$ cat config.mk
export PLATFORM = sky130hd
export DESIGN_NAME = pat_core
export DESIGN_NICKNAME = d
export VERILOG_FILES = /design/src/rtl/pat_pkg.sv /design/src/rtl/pat_decode.sv /design/src/rtl/pat_alu.sv /design/src/rtl/pat_regfile.sv /design/src/rtl/pat_pc.sv /design/src/rtl/pat_sequencer.sv /design/src/rtl/pat_core.sv
export VERILOG_INCLUDE_DIRS = /design/src /design/src/include
export SDC_FILE = /design/constraint.sdc
export NUM_CORES = 1
export LEC_CHECK = 0
export ABC_AREA = 1
export BUFFER_PORTS_ARGS = -buffer_cell sky130_fd_sc_hd__buf_2
export CORE_MARGIN = 3
export CORE_UTILIZATION = 60
export CTS_CLUSTER_DIAMETER = 40
export DETAILED_ROUTE_END_ITERATION = 12
export PLACE_DENSITY = 0.79
export SLEW_MARGIN = 15
export SYNTH_ARGS = -nofsm -noshare
export SYNTH_HDL_FRONTEND = slang
export SYNTH_SLANG_ARGS = --single-unit
$ cat constraint.sdc
create_clock -name clk -period 5.85 [get_ports clk]
set_input_delay 0.8775 -clock clk [delete_from_list [all_inputs] [get_ports clk]]
set_output_delay 0.8775 -clock clk [all_outputs]
set_load 0.01 [all_outputs]
$ cat src/include/pat_consts.svh
`ifndef PAT_CONSTS_SVH
`define PAT_CONSTS_SVH

// core widths
`define PAT_I_WIDTH        23
`define PAT_D_WIDTH        8
`define PAT_PC_WIDTH       10
`define PAT_REG_COUNT      8
`define PAT_REG_IDX_WIDTH  3

// escape from one opcode tier to the next
`define PAT_OPC_PREFIX     4'b1111

// ========================================
// i8 tier in instr[11:8]
`define PAT_OP_ORI         4'b0000
`define PAT_OP_ORR         4'b0001
`define PAT_OP_ANDI        4'b0010
`define PAT_OP_ANDR        4'b0011
`define PAT_OP_ADDI        4'b0100
`define PAT_OP_ADDR        4'b0101
`define PAT_OP_SUBI        4'b0110
`define PAT_OP_SUBR        4'b0111
`define PAT_OP_LDI         4'b1000
`define PAT_OP_BF          4'b1101
`define PAT_OP_CALL        4'b1110

// i3 tier in instr[7:4]
`define PAT_OP3_SHLZI      4'b0000
`define PAT_OP3_SHLZR      4'b0001
`define PAT_OP3_SHLOI      4'b0010
`define PAT_OP3_SHLOR      4'b0011
`define PAT_OP3_SHRZI      4'b0100
`define PAT_OP3_SHRZR      4'b0101
`define PAT_OP3_SHROI      4'b0110
`define PAT_OP3_SHROR      4'b0111
`define PAT_OP3_OUT        4'b1011

// i0 tier in instr[3:0]
`define PAT_OP0_NOT        4'b0000
`define PAT_OP0_TEST       4'b0010
`define PAT_OP0_RETURN     4'b0011
`define PAT_OP0_NOP        4'b0101

// flags after reset
`define PAT_RESET_Z        1'b1
`define PAT_RESET_N        1'b0

`endif

$ cat src/rtl/pat_pkg.sv
`default_nettype none

`include "pat_consts.svh"

package pat_pkg;

	typedef logic [`PAT_I_WIDTH-1:0]       instr_t;
	typedef logic [`PAT_D_WIDTH-1:0]       data_t;
	typedef logic [`PAT_PC_WIDTH-1:0]      pc_t;
	typedef logic [`PAT_REG_IDX_WIDTH-1:0] reg_idx_t;

	// encoding matches instr[14:13]
	typedef enum logic [1:0] {
		COND_Z  = 2'd0,
		COND_NZ = 2'd1,
		COND_N  = 2'd2,
		COND_AL = 2'd3
	} cond_t;

	typedef enum logic [3:0] {
		ALU_OR,
		ALU_AND,
		ALU_ADD,
		ALU_SUB,
		ALU_NOT,
		ALU_PASS_B, // ldi
		ALU_SHLZ,
		ALU_SHLO,
		ALU_SHRZ,
		ALU_SHRO
	} alu_op_t;

	typedef enum logic {
		ST_FETCH,
		ST_EXEC
	} seq_state_t;

	typedef struct packed {
		reg_idx_t rd;
		reg_idx_t rs;
		data_t    imm;       // also the signed jump offset
		logic     use_imm;
		alu_op_t  alu_op;
		cond_t    cond;
		logic     write_reg;
		logic     out_en;
		logic     test_en;
		logic     jump;
		logic     call;
		logic     ret;
	} decoded_t;

endpackage

`default_nettype wire

$ cat src/rtl/pat_decode.sv
`timescale 1ns/1ps
`default_nettype none

`include "pat_consts.svh"

module pat_decode (
	input  wire pat_pkg::instr_t i_instr,
	output pat_pkg::decoded_t    o_dec
);
	import pat_pkg::*;

	// rn in 22:20, cond in 14:13, op8 in 11:8, imm8 in 7:0
	// the rest of 19:12 is unused
	reg_idx_t rn;
	data_t imm8;
	logic [3:0] op8;
	logic [3:0] op3;
	logic [3:0] op0;
	logic tier8;
	logic tier3;

	assign rn   = i_instr[`PAT_I_WIDTH-1 -: `PAT_REG_IDX_WIDTH];
	assign op8  = i_instr[11:8];
	assign imm8 = i_instr[7:0];
	assign op3  = imm8[7:4]; // i3 opcode sits in the top of imm8
	assign op0  = imm8[3:0];

	assign tier8 = (op8 != `PAT_OPC_PREFIX);
	assign tier3 = !tier8 && (op3 != `PAT_OPC_PREFIX);

	always_comb
	begin
		o_dec         = '0;
		o_dec.rd      = rn;
		o_dec.rs      = imm8[`PAT_REG_IDX_WIDTH-1:0]; // register form reads Rimm
		o_dec.cond    = cond_t'(i_instr[14:13]);
		o_dec.alu_op  = ALU_PASS_B;
		o_dec.imm     = tier8 ? imm8 :
			{{(`PAT_D_WIDTH-`PAT_REG_IDX_WIDTH){1'b0}}, imm8[`PAT_REG_IDX_WIDTH-1:0]};

		if (tier8)
		begin
			o_dec.use_imm = ~op8[0]; // even opcode takes the immediate
			case (op8)
				`PAT_OP_ORI, `PAT_OP_ORR:   o_dec.alu_op = ALU_OR;
				`PAT_OP_ANDI, `PAT_OP_ANDR: o_dec.alu_op = ALU_AND;
				`PAT_OP_ADDI, `PAT_OP_ADDR: o_dec.alu_op = ALU_ADD;
				`PAT_OP_SUBI, `PAT_OP_SUBR: o_dec.alu_op = ALU_SUB;
				default:                    o_dec.alu_op = ALU_PASS_B;
			endcase
			o_dec.write_reg = (op8 <= `PAT_OP_LDI);
			o_dec.jump      = (op8 == `PAT_OP_BF) || (op8 == `PAT_OP_CALL);
			o_dec.call      = (op8 == `PAT_OP_CALL);
		end
		else if (tier3)
		begin
			o_dec.use_imm = ~op3[0];
			case (op3)
				`PAT_OP3_SHLZI, `PAT_OP3_SHLZR: o_dec.alu_op = ALU_SHLZ;
				`PAT_OP3_SHLOI, `PAT_OP3_SHLOR: o_dec.alu_op = ALU_SHLO;
				`PAT_OP3_SHRZI, `PAT_OP3_SHRZR: o_dec.alu_op = ALU_SHRZ;
				`PAT_OP3_SHROI, `PAT_OP3_SHROR: o_dec.alu_op = ALU_SHRO;
				default:                        o_dec.alu_op = ALU_PASS_B;
			endcase
			o_dec.write_reg = (op3 <= `PAT_OP3_SHROR);
			o_dec.out_en    = (op3 == `PAT_OP3_OUT);
		end
		else
		begin
			// nop and unknown i0 codes leave every flag low
			case (op0)
				`PAT_OP0_NOT:
				begin
					o_dec.alu_op    = ALU_NOT;
					o_dec.write_reg = 1'b1;
				end
				`PAT_OP0_TEST:   o_dec.test_en = 1'b1;
				`PAT_OP0_RETURN: o_dec.ret = 1'b1;
				default:         ;
			endcase
		end
	end

endmodule

`default_nettype wire

$ cat src/rtl/pat_alu.sv
`timescale 1ns/1ps
`default_nettype none

module pat_alu (
	input  wire pat_pkg::data_t   i_a,
	input  wire pat_pkg::data_t   i_b,
	input  wire pat_pkg::alu_op_t i_op,
	output pat_pkg::data_t        o_y
);
	import pat_pkg::*;

	localparam data_t all_ones = '1;

	logic [2:0] sh_amt; // 1 to 4
	data_t fill_lo;     // ones in the bits vacated by a left shift
	data_t fill_hi;     // ones in the bits vacated by a right shift

	assign sh_amt  = {1'b0, i_b[1:0]} + 3'd1;
	assign fill_lo = ~(all_ones << sh_amt);
	assign fill_hi = ~(all_ones >> sh_amt);

	// ========================================
	// result select
	always_comb
	begin
		case (i_op)
			ALU_OR:
				o_y = i_a | i_b;
			ALU_AND:
				o_y = i_a & i_b;
			ALU_ADD:
				o_y = i_a + i_b; // wraps mod 256
			ALU_SUB:
				o_y = i_a - i_b;
			ALU_NOT:
				o_y = ~i_a;
			ALU_SHLZ:
				o_y = i_a << sh_amt;
			ALU_SHLO:
				o_y = (i_a << sh_amt) | fill_lo;
			ALU_SHRZ:
				o_y = i_a >> sh_amt;
			ALU_SHRO:
				o_y = (i_a >> sh_amt) | fill_hi;
			default:
				o_y = i_b; // pass b for ldi
		endcase
	end

endmodule

`default_nettype wire

$ cat src/rtl/pat_regfile.sv
`timescale 1ns/1ps
`default_nettype none

`include "pat_consts.svh"

module pat_regfile (
	input  wire logic              clk,
	input  wire pat_pkg::reg_idx_t i_rd_idx,
	input  wire pat_pkg::reg_idx_t i_rs_idx,
	input  wire logic              i_we,
	input  wire pat_pkg::data_t    i_wdata,
	output pat_pkg::data_t         o_rd_val,
	output pat_pkg::data_t         o_rs_val
);
	import pat_pkg::*;

	data_t regs [`PAT_REG_COUNT]; // contents undefined until loaded

	always_ff @(posedge clk)
	begin
		if (i_we)
			regs[i_rd_idx] <= i_wdata; // destination is always rd
	end

	// async read ports
	assign o_rd_val = regs[i_rd_idx];
	assign o_rs_val = regs[i_rs_idx];

endmodule

`default_nettype wire

$ cat src/rtl/pat_pc.sv
`timescale 1ns/1ps
`default_nettype none

`include "pat_consts.svh"

module pat_pc (
	input  wire logic           clk,
	input  wire logic           reset,
	input  wire logic           i_step,
	input  wire logic           i_exec_ok,
	input  wire logic           i_jump,
	input  wire logic           i_call,
	input  wire logic           i_ret,
	input  wire pat_pkg::data_t i_offset,
	output pat_pkg::pc_t        o_pc
);
	import pat_pkg::*;

	pc_t pc;
	pc_t lr;     // one call level only
	pc_t pc_inc;
	pc_t pc_rel;

	assign pc_inc = pc + 1'b1;
	assign pc_rel = pc + {{(`PAT_PC_WIDTH-`PAT_D_WIDTH){i_offset[`PAT_D_WIDTH-1]}}, i_offset};

	always_ff @(posedge clk)
	begin
		if (reset)
		begin
			pc <= '0;
			lr <= '0;
		end
		else if (i_step)
		begin
			if (i_exec_ok && i_jump)
				pc <= pc_rel; // bf and call
			else if (i_exec_ok && i_ret)
				pc <= lr;
			else
				pc <= pc_inc;
			if (i_exec_ok && i_call)
				lr <= pc_inc; // overwrites any earlier link
		end
	end

	assign o_pc = pc;

endmodule

`default_nettype wire

$ cat src/rtl/pat_sequencer.sv
`timescale 1ns/1ps
`default_nettype none

`include "pat_consts.svh"

module pat_sequencer (
	input  wire logic              clk,
	input  wire logic              reset,
	input  wire pat_pkg::instr_t   i_wb_dat,
	input  wire logic              i_wb_ack,
	input  wire pat_pkg::decoded_t i_dec,
	input  wire pat_pkg::data_t    i_rd_val,
	output logic                   o_wb_cyc,
	output logic                   o_wb_stb,
	output pat_pkg::instr_t        o_instr,
	output logic                   o_step,
	output logic                   o_exec_ok,
	output pat_pkg::data_t         o_out,
	output logic                   o_out_valid
);
	import pat_pkg::*;

	seq_state_t state;
	logic cyc_q;    // bus request held until ack
	logic ack_edge;
	logic z;
	logic n;
	logic cond_ok;

	assign ack_edge = cyc_q && i_wb_ack;
	assign o_wb_cyc = cyc_q;
	assign o_wb_stb = cyc_q;

	always_comb
	begin
		case (i_dec.cond)
			COND_Z:  cond_ok = z;
			COND_NZ: cond_ok = ~z;
			COND_N:  cond_ok = n;
			default: cond_ok = 1'b1;
		endcase
	end

	assign o_step    = (state == ST_EXEC);
	assign o_exec_ok = o_step && cond_ok; // commit strobe

	// ========================================
	// fetch / execute control
	always_ff @(posedge clk)
	begin
		if (reset)
		begin
			state       <= ST_FETCH;
			cyc_q       <= 1'b0;
			z           <= `PAT_RESET_Z;
			n           <= `PAT_RESET_N;
			o_out_valid <= 1'b0;
		end
		else
		begin
			o_out_valid <= o_exec_ok && i_dec.out_en;
			case (state)
				ST_FETCH:
				begin
					state <= ack_edge ? ST_EXEC : ST_FETCH;
					cyc_q <= !ack_edge;
				end
				default:
				begin
					state <= ST_FETCH;
					cyc_q <= 1'b1; // next fetch starts right away
					if (o_exec_ok && i_dec.test_en)
					begin
						z <= (i_rd_val == '0);
						n <= i_rd_val[`PAT_D_WIDTH-1];
					end
				end
			endcase
		end
	end

	always_ff @(posedge clk)
	begin
		if (ack_edge)
			o_instr <= i_wb_dat;
		if (o_exec_ok && i_dec.out_en)
			o_out <= i_rd_val;
	end

endmodule

`default_nettype wire

$ cat src/rtl/pat_core.sv
`timescale 1ns/1ps
`default_nettype none

module pat_core (
	input  wire logic            clk,
	input  wire logic            reset,
	output logic                 o_wb_cyc,
	output logic                 o_wb_stb,
	output pat_pkg::pc_t         o_wb_adr,
	input  wire pat_pkg::instr_t i_wb_dat,
	input  wire logic            i_wb_ack,
	output pat_pkg::data_t       o_out,
	output logic                 o_out_valid
);
	import pat_pkg::*;

	instr_t instr;
	decoded_t dec;
	data_t rd_val;
	data_t rs_val;
	data_t alu_b;
	data_t alu_y;
	logic step;
	logic exec_ok;

	// immediate or register operand
	assign alu_b = dec.use_imm ? dec.imm : rs_val;

	pat_sequencer i_pat_sequencer (
		.clk         (clk),
		.reset       (reset),
		.i_wb_dat    (i_wb_dat),
		.i_wb_ack    (i_wb_ack),
		.i_dec       (dec),
		.i_rd_val    (rd_val),
		.o_wb_cyc    (o_wb_cyc),
		.o_wb_stb    (o_wb_stb),
		.o_instr     (instr),
		.o_step      (step),
		.o_exec_ok   (exec_ok),
		.o_out       (o_out),
		.o_out_valid (o_out_valid)
	);

	pat_decode i_pat_decode (
		.i_instr (instr),
		.o_dec   (dec)
	);

	pat_regfile i_pat_regfile (
		.clk      (clk),
		.i_rd_idx (dec.rd),
		.i_rs_idx (dec.rs),
		.i_we     (exec_ok & dec.write_reg),
		.i_wdata  (alu_y),
		.o_rd_val (rd_val),
		.o_rs_val (rs_val)
	);

	pat_alu i_pat_alu (
		.i_a  (rd_val),
		.i_b  (alu_b),
		.i_op (dec.alu_op),
		.o_y  (alu_y)
	);

	pat_pc i_pat_pc (
		.clk       (clk),
		.reset     (reset),
		.i_step    (step),
		.i_exec_ok (exec_ok),
		.i_jump    (dec.jump),
		.i_call    (dec.call),
		.i_ret     (dec.ret),
		.i_offset  (dec.imm),
		.o_pc      (o_wb_adr)
	);

endmodule

`default_nettype wire

## Word level (Yosys, flattened, before mapping)

Memories as Yosys holds them, arrays and structs flattened. A register that Yosys moved wholly into a read port is not among the register bits.
Cells that the tools add are included.

- Add/subtract/negate cells: 5
- Multiplexer cells: 31
- Reduce and logical (&&, ||, !) cells: 18
- Shift operators: 4
- Equal/unequal tests: 17
- Bitwise logic cells: 11
- Magnitude comparators: 2

Operators with widths:

| cell | number |
|---|---|
| $pmux W8 S9 | 1 |
| $not A8 Y8 | 3 |
| $or A8 B8 Y8 | 3 |
| $eq A4 B4 Y1 const B | 5 |
| $mux W10 | 2 |
| $eq A4 B2 Y1 const B | 4 |
| $mux W8 | 2 |
| $mux W1 | 15 |
| $eq A4 B3 Y1 const B | 3 |
| $mux W3 | 4 |
| $mux W4 | 3 |
| $add A10 B1 Y10 const B | 1 |
| $add A10 B10 Y10 | 1 |
| $add A8 B8 Y8 | 1 |
| $and A8 B8 Y8 | 1 |
| $logic_and A1 B1 Y1 | 8 |
| $logic_not A4 Y1 | 2 |
| $logic_not A8 Y1 | 1 |
| $ne A4 B4 Y1 const B | 2 |
| $shl A8 B3 Y8 | 1 |
| $shl A8 B3 Y8 const A | 1 |
| $shr A8 B3 Y8 | 1 |
| $shr A8 B3 Y8 const A | 1 |
| $sub A8 B8 Y8 | 1 |
| other kinds (16) | 21 |

- Memories: 3
- Memory bits (read-only): 48
- Register bits after elaboration: 56
- Output and inout port bits: 21
- Bits in writable memories: 64

Memory list:

| memory | depth | width | read ports | clocked after Yosys merged registers in | wr ports | line | RTL |
|---|---|---|---|---|---|---|---|
| i_pat_regfile.regs | 8 | 8 | 2 | 2 | 1 | pat_regfile.sv:17 | `` data_t regs [`PAT_REG_COUNT]; `` |
| (no name shown) | 8 | 4 | 1 | 1 | 0 | pat_decode.sv:58 | `case (op3)` |
| (no name shown) | 8 | 2 | 1 | 1 | 0 | pat_decode.sv:44 | `case (op8)` |

## Depth between registers and ports, before layout

- Depth after elaboration: 11
- Depth in mapped cells: 27
- Mapped depth without buffers: 25

## Hierarchy

From an unflattened synthesis, not the netlist that was laid out.

- Cell total of the unflattened synthesis: 1153
- Area total of the unflattened synthesis: 8284.2 um^2

By module, submodules not included:

| module | times used | area an instance (um^2) | cells an instance | seq. area each (um^2) |
|---|---|---|---|---|
| pat_regfile | 1 | 3515.9 | 458 | 1921.8 |
| pat_pc | 1 | 1619.1 | 253 | 400.4 |
| pat_alu | 1 | 1514.0 | 278 | 0.0 |
| pat_sequencer | 1 | 1196.1 | 74 | 1031.0 |
| pat_decode | 1 | 326.6 | 62 | 0.0 |
| pat_core | 1 | 112.6 | 28 | 0.0 |

## Worst setup path before layout

OpenSTA, ideal clock, no wires.

- Kind: flip-flop to flip-flop
- Start: reg i_pat_sequencer.o_instr[11]
- End: mem i_pat_regfile.regs[0][7] (netlist bit), data pin
- Arrival: 3.638 ns
- Path slack: 1.989 ns
- Stages on the path, launching flop included: 26
- Library setup time: 0.224 ns
- Clock period less this slack: 3.861 ns
- Path buffers: 2
- Cell sequence: edfxtp_1 -> nand2_2 -> nor2_8 -> a21oi_4 -> nand3_1 -> nand2_4 -> inv_1 -> buf_2 -> ha_1 -> clkbuf_1 -> clkinv_1 -> nand2_1 -> o21ai_0 -> ha_1 -> nand3_1 -> nand2_1 -> nand2_1 -> nand2_1 -> a21oi_1 -> nand2b_1 -> nand2_1 -> a21oi_1 -> inv_1 -> nand2_1 -> nand3_1 -> a21oi_1

- Longest elaborated chain between the ends: 11
- Elaborated cells between the ends (all ways): 32
- Classes of those cells: 3 x add/sub; 9 x eq/ne; 4 x shift; 7 x mux; 6 x bitwise; 3 x reduce/logical

Ends and longest elaborated chain:

| element | line | RTL |
|---|---|---|
| start, declared | pat_sequencer.sv:15 | `output pat_pkg::instr_t o_instr,` |
| start signal, assigned | pat_sequencer.sv:85 | `o_instr <= i_wb_dat;` |
| $ne A4 B4 Y1 (no source line) | - |  |
| $logic_not A1 Y1 | pat_decode.sv:29 | `` assign tier3 = !tier8 && (op3 != `PAT_OPC_PREFIX); `` |
| $logic_and A1 B1 Y1 | pat_decode.sv:29 |  |
| $mux W1 | pat_decode.sv:55 | `else if (tier3)` |
| $mux W5 | pat_decode.sv:41 | `if (tier8)` |
| $mux W8 | pat_core.sv:27 | `assign alu_b = dec.use_imm ? dec.imm : rs_val;` |
| $add A2 B1 Y3 | pat_alu.sv:18 | `assign sh_amt = {1'b0, i_b[1:0]} + 3'd1;` |
| $shr A8 B3 Y8 / $shl A8 B3 Y8 (equally long branches) | pat_alu.sv:20, pat_alu.sv:19 |  |
| $not A8 Y8 (on tied branches) | pat_alu.sv:20, pat_alu.sv:19 |  |
| $or A8 B8 Y8 (on tied branches) | pat_alu.sv:44, pat_alu.sv:40 |  |
| $pmux W8 S9 * | pat_alu.sv:26 | `case (i_op)` |
| via alu_y[7] | pat_core.sv:22 | `data_t alu_y;` |
| end, declared | pat_regfile.sv:17 |  |

The timed path passes the listed nets; every way through them passes the cells marked *.

## Worst setup path in the final report

- Start: reg i_pat_sequencer.o_instr[11]
- End: mem i_pat_regfile.regs[4][7] (netlist bit), data pin

The elaborated chain is that of the path after synthesis.

==> flow_metrics.env <==
export IMPL_viasPerCell=5.681
export IMPL_std_cell_rows=40
export IMPL_rsz0062_at_grt="false"
export IMPL_drt_pass1_iterations=7
export IMPL_peakVddDrop_mv=0.1877
export IMPL_fmaxAchievable_mhz=206.4
export IMPL_ys_seq_area_share_pct=44.24
export IMPL_synth_avg_cell_area_um2=7.795
export IMPL_clk_latency_ps=430
export IMPL_cp_end_kind="flip-flop"
export IMPL_period_minus_slack_ps=4844
export IMPL_fin_tns_setup_ps=0
export IMPL_clock_skew_ps=7.190
export IMPL_h_tree_depth=4
export IMPL_ys_types=45
export IMPL_synth_edf_count=89
export IMPL_path_buf_inv=3
export IMPL_cts_tree="yes"
export IMPL_max_stage_delay_ps=540
export IMPL_initial_utilization_pct=62.55
export IMPL_ys_warn_count=0
export IMPL_final_cell_mix="nand2_1, inv_1, edfxtp_1"
export IMPL_grt_pass1_vias=6300
export IMPL_wl_mm=19.39
export IMPL_cts_buffer_depth=2
export IMPL_drc_errors=0
export IMPL_synthFlopType="edfxtp_1"
export IMPL_path_common_cell="nand2_1"
export IMPL_mostFrequentLayoutCell="nand2_1"
export IMPL_gp_congestion=0.9450
export IMPL_design_core_area_um2=12260
export IMPL_r2r_start="i_pat_sequencer.o_instr[11]"
export IMPL_min_from="i_pat_sequencer.z"
export IMPL_min_path_type="flip-flop to flip-flop"
export IMPL_period_share_pct=82.80
export IMPL_setup_violations=0
export IMPL_post_route_cell_area_um2=8489
export IMPL_hold_viol=0
export IMPL_dp_hpwl_mm=13.69
export IMPL_cts_resized=0
export IMPL_antennaDiodeCount=0
export IMPL_cp_top_family="simple AND/OR/NAND/NOR gates"
export IMPL_netlist_instances=984
export IMPL_antenna_found_initial=0
export IMPL_io_buffers=40
export IMPL_die_h_um=119.1
export IMPL_critical_path_slowest_cell="a21oi_1"
export IMPL_cp_cell_sequence="nand2_2, nor2_8, a21oi_4, nand3_1, nand2_4, inv_1, ha_1, clkinv_1, nand2_1, o21ai_0, ha_1, nand3_1, nand2_1, nand2_1, nand2_1, a21oi_1, nand2b_1, nand2_1, a21oi_1, inv_1, nand2_1, nand3_1, a21oi_1"
export IMPL_grt_overflow=0
export IMPL_drv_slew=0
export IMPL_grt_max_degree=41
export IMPL_grt_pass1_wl_mm=31.06
export IMPL_drtAntennaViolNets=0
export IMPL_syn_num_nets=1034
export IMPL_fillers=1020
export IMPL_wl_per_cell_um=16.22
export IMPL_io_pins=47
export IMPL_worst_slew_pin_slew_ps=996.6
export IMPL_clkTransAtPathRegs_ps=60
export IMPL_drive_above_1_share_pct=11.88
export IMPL_dpl_cell_area_um2=7900
export IMPL_cts_root_buf="clkbuf_16"
export IMPL_slew_headroom_pct=33.15
export IMPL_cp_max_fo=14
export IMPL_worst_slack_ps=1006
export IMPL_cts_hold_buf=0
export IMPL_async_flop_share_pct=0
export IMPL_powerDensity_nw_per_um2=295.7
export IMPL_fp_dieArea_um2=14180
export IMPL_worstPathArrival_ps=4980
export IMPL_leakagePower_nw=3.754
export IMPL_fin_nets=1064
export IMPL_dp_cells=1163
export IMPL_drt_iter0_markers=716
export IMPL_grtUsageTotal_pct=27.92
export IMPL_cts_setup_buffers=0
export IMPL_cp_data_required_time_ps=5990
export IMPL_area_delta_synth_final_pct=10.69
export IMPL_cp_startpoint="i_pat_sequencer.o_instr[11]"
export IMPL_die_w_um=119.1
export IMPL_outcome="complete, no violations"
export IMPL_path_class="flip-flop to flip-flop"
export IMPL_layoutNonFillerInstCount=1195
export IMPL_maxCapViolCount=0
export IMPL_syn_area_um2=7670
export IMPL_place_ws_ps=1064
export IMPL_startpoint_type="flip-flop"
export IMPL_cts_inserted_buffers=17
export IMPL_ys_seq_elements=125
export IMPL_clock_sinks=125
export IMPL_num_vias=6789
-- sequential cells by signal (all words and copies together), names as in the netlist, named ones only --
name and flops:
i_pat_pc.lr 10, i_pat_pc.o_pc 10, i_pat_regfile.regs 64, i_pat_sequencer.n 1, i_pat_sequencer.o_instr 17, i_pat_sequencer.o_out 8
i_pat_sequencer.o_out_valid 1, i_pat_sequencer.o_step 1, i_pat_sequencer.o_wb_cyc 1, i_pat_sequencer.z 1
-- worst reg2reg max path, delay by kind of cell (launching register included) --
family                   cells  cell delay [ps]
AND/OR/NAND/NOR             13             1420
AO/OA/AOI/OAI                5             1310
adder cells (fa/ha/maj)      2              800
buffers and inverters        3              600
flip-flops                   1              440
-- per-layer routing --
layer / GRT usage, % / up-vias / routed length (um)
met5: 0 / - / 0
met1: 37.43 / 3102 / 8277
met2: 44.15 / 303 / 8946
li1: - / 3338 / -
met3: 5.271 / 46 / 1556
met4: 12.53 / 0 / 607
-- through the flow --
| stage | util (%) | hold slack (ps) | power [mW] |
|---|---|---|---|
| 6_report | 69.23 | 511.1 | 2.510 |
| 5_1_grt | 69.23 | 554.9 | 2.608 |
| 4_1_cts | 69.23 | 504.8 | 2.507 |
| 3_5_place_dp | 64.43 | 482.1 | 1.471 |
| 3_3_place_gp | 64.43 | 483.0 | 1.462 |
| 2_1_floorplan | - | 441.2 | 1.360 |
-- final timing paths --
kind / end / slack (ps) / cells past startpoint
setup / recovery: i_pat_regfile.regs[4][7] / 1010 / 23
hold / removal: i_pat_sequencer.z / 510 / 2
setup reg to reg: i_pat_regfile.regs[4][7] / 1010 / 23
hold reg to reg: i_pat_sequencer.z / 510 / 2
-- final cells by class --
type	count	area (um^2)	area share (%)
multi-input cells	688	3538	41.68
flip-flops and latches	125	3393	39.97
inverters	136	513.0	6.043
clock buffers	18	429.2	5.055
repair buffers	46	245.2	2.889
well taps	168	210.2	2.476
clock inverters	14	160.2	1.887
-- cell usage after synthesis, types with 2 or more instances --
cell type	number	area share, %
o21ai_2	4	0.46
o21ai_1	15	0.98
buf_4	5	0.49
clkinv_1	4	0.20
nor4_1	2	0.16
buf_6	9	1.3
or2_2	5	0.41
o21ai_0	85	5.5
xnor2_1	3	0.34
edfxtp_1	89	35
nor2_8	2	0.52
clkbuf_1	10	0.49
o211ai_1	17	1.7
inv_2	10	0.49
a21oi_1	66	4.3
a31oi_1	6	0.49
o2111ai_1	2	0.23
nand2_2	8	0.65
nor2_4	2	0.29
buf_2	11	0.72
nand2_1	241	12
inv_1	121	5.9
nand3_1	83	5.4
fa_1	2	0.52
xor2_1	13	1.5
nor2_2	4	0.33
dfxtp_1	36	9.4
o22ai_1	2	0.16
nand3_2	2	0.26
ha_1	22	3.6
nor2_1	69	3.4
nand4_1	7	0.57
nand2_4	2	0.29
nor3_1	14	0.91
-- logic make-up (layout without fill, tap and decap cells) --
group	count (synthesis)	after routing	synth area share, %
and+or+nand+nor	445	445	25.40
AOI/OAI and AO/OA	203	203	14.71
buffers and inverters	171	214	9.707
DFF	125	125	44.24
adders and majority gates	24	24	4.111
xor gates and xnor gates	16	16	1.827
-- where the power goes --
part	internal (mW)	total, mW	leakage (nW)	switching (mW)
combinational	0.135	0.441	2.37	0.306
clock	0.634	1.05	0.279	0.414
sequential	0.998	1.02	1.10	0.0234
No activity file was read; power rests on OpenSTA's default activity.
